--- config.mk ---
export PLATFORM = sky130hd
export DESIGN_NAME = platform_ctrl
export DESIGN_NICKNAME = d
export VERILOG_FILES = /design/src/hw/pctrl_pkg.sv /design/src/hw/domain_ctrl.sv /design/src/hw/pctrl_regs.sv /design/src/hw/platform_ctrl.sv /design/src/hw/reset_status.sv
export VERILOG_INCLUDE_DIRS = /design/src /design/src/hw
export SDC_FILE = /design/constraint.sdc
export NUM_CORES = 1
export LEC_CHECK = 0
export ABC_AREA = 1
export BUFFER_PORTS_ARGS = -buffer_cell sky130_fd_sc_hd__buf_2
export CORE_MARGIN = 2
export CORE_UTILIZATION = 60
export DETAILED_ROUTE_END_ITERATION = 8
export PLACE_DENSITY_LB_ADDON = 0.2
export SYNTH_ARGS = -nofsm -noshare
export SYNTH_HDL_FRONTEND = slang
export SYNTH_SLANG_ARGS = --single-unit
--- constraint.sdc ---
create_clock -name sys_fclk -period 4.1 [get_ports sys_fclk]
set_clock_uncertainty 0.05 [all_clocks]
set_input_delay 0.82 -clock sys_fclk [delete_from_list [all_inputs] [get_ports sys_fclk]]
set_output_delay 0.82 -clock sys_fclk [all_outputs]
set_load 0.02 [all_outputs]
--- src/hw/pctrl_consts.svh ---
// Platform controller constants
`ifndef PCTRL_CONSTS_SVH
`define PCTRL_CONSTS_SVH

// Domain setup
`define PCTRL_N_DOMAINS      5
`define PCTRL_RESET_HOLD     4
`define PCTRL_DIV_W          3
`define PCTRL_ADDR_W         8

// Register offsets
`define PCTRL_OFS_DOMAIN     8'h00
`define PCTRL_DOMAIN_STRIDE  4
`define PCTRL_OFS_RST_REQ    8'h20
`define PCTRL_OFS_RST_ACK    8'h24
`define PCTRL_OFS_SYS_CTRL   8'h28

// Domain control field positions
`define PCTRL_FLD_DIV        0
`define PCTRL_FLD_GATE       4
`define PCTRL_FLD_SYSRST     5

// System control fields
`define PCTRL_FLD_LOCKUP     0

`endif

--- src/hw/pctrl_pkg.sv ---
// Platform controller types
`default_nettype none

`include "pctrl_consts.svh"

package pctrl_pkg;

  // ------------------------------
  // Per-domain vectors
  // ------------------------------

  // One bit per peripheral domain
  typedef logic [`PCTRL_N_DOMAINS-1:0] domain_mask_t;

  // Enable rate is sys_fclk / 2**value
  typedef logic [`PCTRL_DIV_W-1:0] div_sel_t;

  typedef div_sel_t [`PCTRL_N_DOMAINS-1:0] div_sel_arr_t;

  // ------------------------------
  // Bus
  // ------------------------------

  typedef logic [`PCTRL_ADDR_W-1:0] haddr_t;

endpackage

`default_nettype wire

--- src/hw/domain_ctrl.sv ---
// Peripheral domain controller
`timescale 1ns/1ns
`default_nettype none

`include "pctrl_consts.svh"

module domain_ctrl
  import pctrl_pkg::*;
(
  input  logic     sys_fclk,
  input  logic     rst,
  input  div_sel_t div_sel,
  input  logic     gate_en,
  input  logic     sys_rst_en,
  input  logic     rst_req,
  input  logic     sys_rst_req,
  output logic     domain_clken,
  output logic     domain_rst_n,
  output logic     rst_ack
);

  localparam int HOLD_W = $clog2(`PCTRL_RESET_HOLD + 1);
  localparam int CNT_W  = 2 ** `PCTRL_DIV_W - 1;
  localparam logic [HOLD_W-1:0] HOLD_INIT = HOLD_W'(`PCTRL_RESET_HOLD - 1);

  logic              trigger;
  logic              release_now;
  logic              ack_arm;
  logic [HOLD_W-1:0] hold_cnt;
  div_sel_t          div_sel_q;
  logic [CNT_W-1:0]  div_cnt;
  logic [CNT_W-1:0]  div_mask;

  // ------------------------------
  // Reset sequencer
  // ------------------------------

  assign trigger     = rst_req | (sys_rst_req & sys_rst_en);
  assign release_now = ~domain_rst_n & (hold_cnt == '0) & ~trigger;

  always_ff @(posedge sys_fclk) begin
    if (rst) begin
      hold_cnt     <= HOLD_INIT;
      domain_rst_n <= 1'b0;
      ack_arm      <= 1'b0;
      rst_ack      <= 1'b0;
    end else begin
      // Only requested resets are acknowledged
      rst_ack <= release_now & ack_arm;
      if (trigger) begin
        hold_cnt     <= HOLD_INIT;
        domain_rst_n <= 1'b0;
        ack_arm      <= 1'b1;
      end else if (hold_cnt != '0) begin
        hold_cnt <= hold_cnt - 1'b1;
      end else begin
        domain_rst_n <= 1'b1;
      end
    end
  end

  // ------------------------------
  // Clock enable divider
  // ------------------------------

  always_ff @(posedge sys_fclk) begin
    if (rst) begin
      div_sel_q <= '0;
      div_cnt   <= '0;
    end else begin
      div_sel_q <= div_sel;
      // Restart so the first pulse follows a rate change
      if (div_sel != div_sel_q) begin
        div_cnt <= '0;
      end else begin
        div_cnt <= div_cnt + 1'b1;
      end
    end
  end

  assign div_mask     = ~({CNT_W{1'b1}} << div_sel_q);
  assign domain_clken = domain_rst_n & gate_en & ((div_cnt & div_mask) == '0);

endmodule

`default_nettype wire

--- src/hw/pctrl_regs.sv ---
// Platform control registers
`timescale 1ns/1ns
`default_nettype none

`include "pctrl_consts.svh"

module pctrl_regs
  import pctrl_pkg::*;
(
  input  logic         sys_fclk,
  input  logic         rst,

  // AHB-lite slave
  input  logic         hsel,
  input  haddr_t       haddr,
  input  logic [1:0]   htrans,
  input  logic         hwrite,
  input  logic [31:0]  hwdata,
  input  logic         hreadymux,
  output logic [31:0]  hrdata,

  // System reset sources
  input  logic         sysresetreq,
  input  logic         wdog_reset_req,
  input  logic         lockup,

  // Domain controls
  output div_sel_arr_t div_sel,
  output domain_mask_t gate_en,
  output domain_mask_t sys_rst_en,
  output domain_mask_t rst_req,
  output logic         sys_rst_req,

  // Reset acknowledge status
  input  domain_mask_t ack_status,
  output domain_mask_t ack_clr
);

  haddr_t       addr_q;
  logic         wr_q;
  logic         lockup_rst_en;
  domain_mask_t wr_domain;
  logic         wr_rst_req;
  logic         wr_rst_ack;
  logic         wr_sys_ctrl;

  function automatic haddr_t domain_ofs(int idx);
    return haddr_t'(`PCTRL_OFS_DOMAIN + `PCTRL_DOMAIN_STRIDE * idx);
  endfunction

  // ------------------------------
  // Address phase
  // ------------------------------

  always_ff @(posedge sys_fclk) begin
    if (rst) begin
      wr_q <= 1'b0;
    end else begin
      wr_q <= hsel & htrans[1] & hreadymux & hwrite;
    end
  end

  // Held for the data phase of reads and writes
  always_ff @(posedge sys_fclk) begin
    if (hsel && htrans[1] && hreadymux) begin
      addr_q <= haddr;
    end
  end

  // Write decode
  always_comb begin
    for (int i = 0; i < `PCTRL_N_DOMAINS; i++) begin
      wr_domain[i] = wr_q && (addr_q == domain_ofs(i));
    end
  end

  assign wr_rst_req  = wr_q && (addr_q == `PCTRL_OFS_RST_REQ);
  assign wr_rst_ack  = wr_q && (addr_q == `PCTRL_OFS_RST_ACK);
  assign wr_sys_ctrl = wr_q && (addr_q == `PCTRL_OFS_SYS_CTRL);

  // ------------------------------
  // Control registers
  // ------------------------------

  always_ff @(posedge sys_fclk) begin
    if (rst) begin
      div_sel       <= '0;
      gate_en       <= '1;
      sys_rst_en    <= '1;
      lockup_rst_en <= 1'b0;
    end else begin
      for (int i = 0; i < `PCTRL_N_DOMAINS; i++) begin
        if (wr_domain[i]) begin
          div_sel[i]    <= hwdata[`PCTRL_FLD_DIV +: `PCTRL_DIV_W];
          gate_en[i]    <= hwdata[`PCTRL_FLD_GATE];
          sys_rst_en[i] <= hwdata[`PCTRL_FLD_SYSRST];
        end
      end
      if (wr_sys_ctrl) begin
        lockup_rst_en <= hwdata[`PCTRL_FLD_LOCKUP];
      end
    end
  end

  // Request pulses and combined system reset request
  always_ff @(posedge sys_fclk) begin
    if (rst) begin
      rst_req     <= '0;
      sys_rst_req <= 1'b0;
    end else begin
      rst_req     <= wr_rst_req ? hwdata[`PCTRL_N_DOMAINS-1:0] : '0;
      sys_rst_req <= sysresetreq | wdog_reset_req | (lockup & lockup_rst_en);
    end
  end

  // W1C strobe during the data phase
  assign ack_clr = wr_rst_ack ? hwdata[`PCTRL_N_DOMAINS-1:0] : '0;

  // ------------------------------
  // Read data
  // ------------------------------

  always_comb begin
    hrdata = '0;
    for (int i = 0; i < `PCTRL_N_DOMAINS; i++) begin
      if (addr_q == domain_ofs(i)) begin
        hrdata[`PCTRL_FLD_DIV +: `PCTRL_DIV_W] = div_sel[i];
        hrdata[`PCTRL_FLD_GATE]                = gate_en[i];
        hrdata[`PCTRL_FLD_SYSRST]              = sys_rst_en[i];
      end
    end
    if (addr_q == `PCTRL_OFS_RST_ACK) begin
      hrdata[`PCTRL_N_DOMAINS-1:0] = ack_status;
    end
    if (addr_q == `PCTRL_OFS_SYS_CTRL) begin
      hrdata[`PCTRL_FLD_LOCKUP] = lockup_rst_en;
    end
  end

endmodule

`default_nettype wire

--- src/hw/platform_ctrl.sv ---
// Platform controller top level
`timescale 1ns/1ns
`default_nettype none

`include "pctrl_consts.svh"

module platform_ctrl
  import pctrl_pkg::*;
(
  input  logic         sys_fclk,
  input  logic         rst,

  // AHB-lite slave
  input  logic         hsel,
  input  haddr_t       haddr,
  input  logic [1:0]   htrans,
  input  logic         hwrite,
  input  logic [31:0]  hwdata,
  input  logic         hreadymux,
  output logic [31:0]  hrdata,

  // System reset sources
  input  logic         sysresetreq,
  input  logic         wdog_reset_req,
  input  logic         lockup,

  // Domain outputs
  output domain_mask_t domain_clken,
  output domain_mask_t domain_rst_n
);

  div_sel_arr_t div_sel;
  domain_mask_t gate_en;
  domain_mask_t sys_rst_en;
  domain_mask_t rst_req;
  domain_mask_t rst_ack;
  domain_mask_t ack_clr;
  domain_mask_t ack_status;
  logic         sys_rst_req;

  // ------------------------------
  // Register block
  // ------------------------------

  pctrl_regs u_pctrl_regs (
    .sys_fclk       (sys_fclk),
    .rst            (rst),
    .hsel           (hsel),
    .haddr          (haddr),
    .htrans         (htrans),
    .hwrite         (hwrite),
    .hwdata         (hwdata),
    .hreadymux      (hreadymux),
    .hrdata         (hrdata),
    .sysresetreq    (sysresetreq),
    .wdog_reset_req (wdog_reset_req),
    .lockup         (lockup),
    .div_sel        (div_sel),
    .gate_en        (gate_en),
    .sys_rst_en     (sys_rst_en),
    .rst_req        (rst_req),
    .sys_rst_req    (sys_rst_req),
    .ack_status     (ack_status),
    .ack_clr        (ack_clr)
  );

  // ------------------------------
  // Domains
  // ------------------------------

  // Index order is timer0, timer1, uart0, uart1, watchdog
  for (genvar i = 0; i < `PCTRL_N_DOMAINS; i++) begin : g_domain
    domain_ctrl u_domain_ctrl (
      .sys_fclk     (sys_fclk),
      .rst          (rst),
      .div_sel      (div_sel[i]),
      .gate_en      (gate_en[i]),
      .sys_rst_en   (sys_rst_en[i]),
      .rst_req      (rst_req[i]),
      .sys_rst_req  (sys_rst_req),
      .domain_clken (domain_clken[i]),
      .domain_rst_n (domain_rst_n[i]),
      .rst_ack      (rst_ack[i])
    );
  end

  reset_status u_reset_status (
    .sys_fclk   (sys_fclk),
    .rst        (rst),
    .rst_ack    (rst_ack),
    .ack_clr    (ack_clr),
    .ack_status (ack_status)
  );

endmodule

`default_nettype wire

--- src/hw/reset_status.sv ---
// Reset acknowledge status
`timescale 1ns/1ns
`default_nettype none

module reset_status
  import pctrl_pkg::*;
(
  input  logic         sys_fclk,
  input  logic         rst,
  input  domain_mask_t rst_ack,
  input  domain_mask_t ack_clr,
  output domain_mask_t ack_status
);

  // ------------------------------
  // Sticky bits
  // ------------------------------

  always_ff @(posedge sys_fclk) begin
    if (rst) begin
      ack_status <= '0;
    end else begin
      // New ack beats a clear in the same cycle
      ack_status <= (ack_status & ~ack_clr) | rst_ack;
    end
  end

endmodule

`default_nettype wire

==> impl_metrics.tcl <==
set metrics [dict create \
    synthCells 737 \
    cts.path.max_buffers 2 \
    rows 35 \
    min_to "u_reset_status.ack_status[4]" \
    hp-class "register to register" \
    antenna_found_initial 0 \
    grt_first_pass_wirelength_um 18800 \
    gr-usage-met3 0.0580 \
    diodes 0 \
    synth_commonest_cells "nand2_1 (132), dfxtp_1 (118), inv_1 (118)" \
    cts_sinks 126 \
    grtUsageMet2 0.397 \
    yosysMostFrequentCell "nand2_1" \
    register_area_um2 2600 \
    post-route-min-period_ps 2840 \
    status "finished, final reports clean" \
    multi_input_comb_area_um2 2420 \
    synthDistinctLibCells 38 \
    post_cts_buffers 0 \
    power.density_nw_per_um2 447 \
    async_flop_share 0 \
    fmax_mhz 352 \
    avgRoutedWirePerCell_um 12.0 \
    busiest_layer "met2" \
    placed_area_um2 5850 \
    htree_levels 4 \
    tightest_slew_ps 751 \
    grt_setup_unrepaired "false" \
    worst-r2r-cell-count 6 \
    yosysTopAreaCell "dfxtp_1" \
    routed_wl_um 11000 \
    path_clk_slew_ps 60 \
    num_io_pins 92 \
    finalNetCount 843 \
    synth_ff_type "dfxtp_1" \
    required_ps 3230 \
    clock_latency_ps 520 \
    gp_congestion 0.879 \
    slew_headroom 0.498 \
    hold_path.startpoint "g_domain[4].u_domain_ctrl.rst_ack" \
    fin_area_um2 6430 \
    synth_edf_count 8 \
    setup_viol_count_final 0 \
    vias 4626 \
    post-dp-hpwl_um 7820 \
    cts_hold_buf 0 \
    ff2ff_setup_slack_ps 2430 \
    grt_pass1_vias 4342 \
    power_mw 2.88 \
    grt_usage 0.232 \
    crit_fanout 8 \
    area_delta_synth_final_pct 13.0 \
    whs_path_depth 2 \
    use_met1 0.281 \
    ir_drop_uv 366 \
    die_h_um 101 \
    endpoint_kind "primary output" \
    die_x_um 101 \
    startpoint_type "register" \
    synthTopCellsByArea "dfxtp_1 (42%), nand2_1 (8.7%), inv_1 (7.8%)" \
    drive_gt1_frac 0.124 \
    fillers 752 \
    core_area_um2 9240 \
    hold_viol 0 \
    cts_made_buffers 17 \
    cts_resized 0 \
    drv_slew 0 \
    dieArea_um2 10300 \
    grt_remaining_overflow 0 \
    clock_tree.root_cell "clkbuf_8" \
    yosysTopAreaCellShare 0.415 \
    r2r_start "u_pctrl_regs.addr_q[7]" \
    start_util 0.616 \
    cts_tree "built" \
    finalCritPeriodShare 0.694 \
    synth_seq_area_share 0.457 \
    path_class "register to primary output" \
    drt_iter0_markers 189 \
    ys_seq_elements 126 \
    ant_nets 0 \
    grt_max_degree 34 \
    yosys_warnings 0 \
    viasPerCell 5.03 \
    syn-cell-area_um2 5690 \
    p_leak_nw 2.90 \
    reg2reg_to "u_reset_status.ack_status[3]" \
    firstDrtPassIters 5 \
    io_buffers 38 \
    avgSynthCellArea_um2 7.72 \
    critPathArrivalTime_ps 1970 \
    drc 0 \
    tns_ps 0 \
    drv_cap 0 \
]
[report_power, final]
group          total [mW]  switching (mW)  internal, mW
combinational       0.151           0.105        0.0452
sequential           1.29          0.0218          1.27
clock                1.44           0.572         0.865
[cell usage in the layout (no fill, tap or decap), drive strengths merged]
| cell type | instances |
|---|---|
| nand2 | 138 |
| inv | 128 |
| dfxtp | 118 |
| nor2 | 83 |
| a21oi | 60 |
| buf | 40 |
| nand3 | 38 |
| o21ai | 36 |
| conb | 26 |
| clkbuf | 19 |
| ha | 15 |
| xor2 | 13 |
| nand4 | 11 |
| edfxtp | 8 |
| nor3 | 8 |
| a211oi | 7 |
| o211ai | 7 |
| o22ai | 5 |
| nor3b | 5 |
| nor4 | 5 |
| or2 | 5 |
| xnor2 | 4 |
| clkinv | 4 |
| clkinvlp | 3 |
| and3 | 2 |
| o21bai | 1 |
| o2111ai | 1 |
| bufinv | 1 |
[cell type report]
class,instances,area share
clock buffers,19,0.0704
multi-input cells,470,0.376
clock inverters,13,0.0195
flip-flops and latches,126,0.405
repair buffers,40,0.0319
inverters,123,0.0722
well taps,129,0.0251
[stage by stage]
| step | instances | hold slack (ps) | setup WS [ps] | util |
|---|---|---|---|---|
| floorplan | 762 | 365 | 2030 | - |
| detailed placement | 888 | 378 | 1790 | 0.633 |
| global placement | 888 | 373 | 1810 | 0.633 |
| global route | 920 | 408 | 1120 | 0.696 |
| finish | 920 | 395 | 1260 | 0.696 |
| CTS | 920 | 393 | 1240 | 0.696 |
[flip-flops by register name, summed over array words and instances, names as in the netlist]
signal	count
g_domain.u_domain_ctrl.ack_arm	5
g_domain.u_domain_ctrl.div_cnt	35
g_domain.u_domain_ctrl.div_sel_q	15
g_domain.u_domain_ctrl.domain_rst_n	5
g_domain.u_domain_ctrl.hold_cnt	15
g_domain.u_domain_ctrl.rst_ack	5
u_pctrl_regs.addr_q	8
u_pctrl_regs.div_sel	15
u_pctrl_regs.gate_en	5
u_pctrl_regs.lockup_rst_en	1
u_pctrl_regs.rst_req	5
u_pctrl_regs.sys_rst_en	5
u_pctrl_regs.sys_rst_req	1
u_pctrl_regs.wr_q	1
u_reset_status.ack_status	5
[worst max-delay path by stage]
stage                           startpoint   endpoint  depth (start not counted)
finish              u_pctrl_regs.addr_q[3]  hrdata[4]                          8
detailed placement  u_pctrl_regs.addr_q[3]  hrdata[2]                          8
floorplan           u_pctrl_regs.addr_q[4]  hrdata[4]                          7
global route        u_pctrl_regs.addr_q[3]  hrdata[2]                          8
CTS                 u_pctrl_regs.addr_q[3]  hrdata[2]                          8
global placement    u_pctrl_regs.addr_q[3]  hrdata[2]                          8
[metal layers]
layer | wire [um] | vias to the layer above
met5 | 0 | -
met4 | 216 | 0
met3 | 659 | 23
met2 | 5190 | 137
met1 | 4940 | 2084
li1 | - | 2382
[cells by family (layout without fill, tap and decap cells)]
kind of cell | count (synthesis) | count (layout) | synth area share
adders and majority gates | 15 | 15 | 0.0330
buffers and inverters | 166 | 195 | 0.134
AOI/OAI and AO/OA | 117 | 117 | 0.111
and+or+nand+nor | 295 | 295 | 0.238
xor gates and xnor gates | 17 | 17 | 0.0262
other | 1 | 26 | 0.000659
DFF | 126 | 126 | 0.457
[critical path: stages, from the launching register on]
cell and delay [ps]:
edfxtp_1 420, inv_2 80, nand2_1 80, nor2_4 260, nand2_4 110, o21ai_0 160, nor2_1 80, nand4_1 90
buf_2 180
No activity file was read; power rests on OpenSTA's default activity.
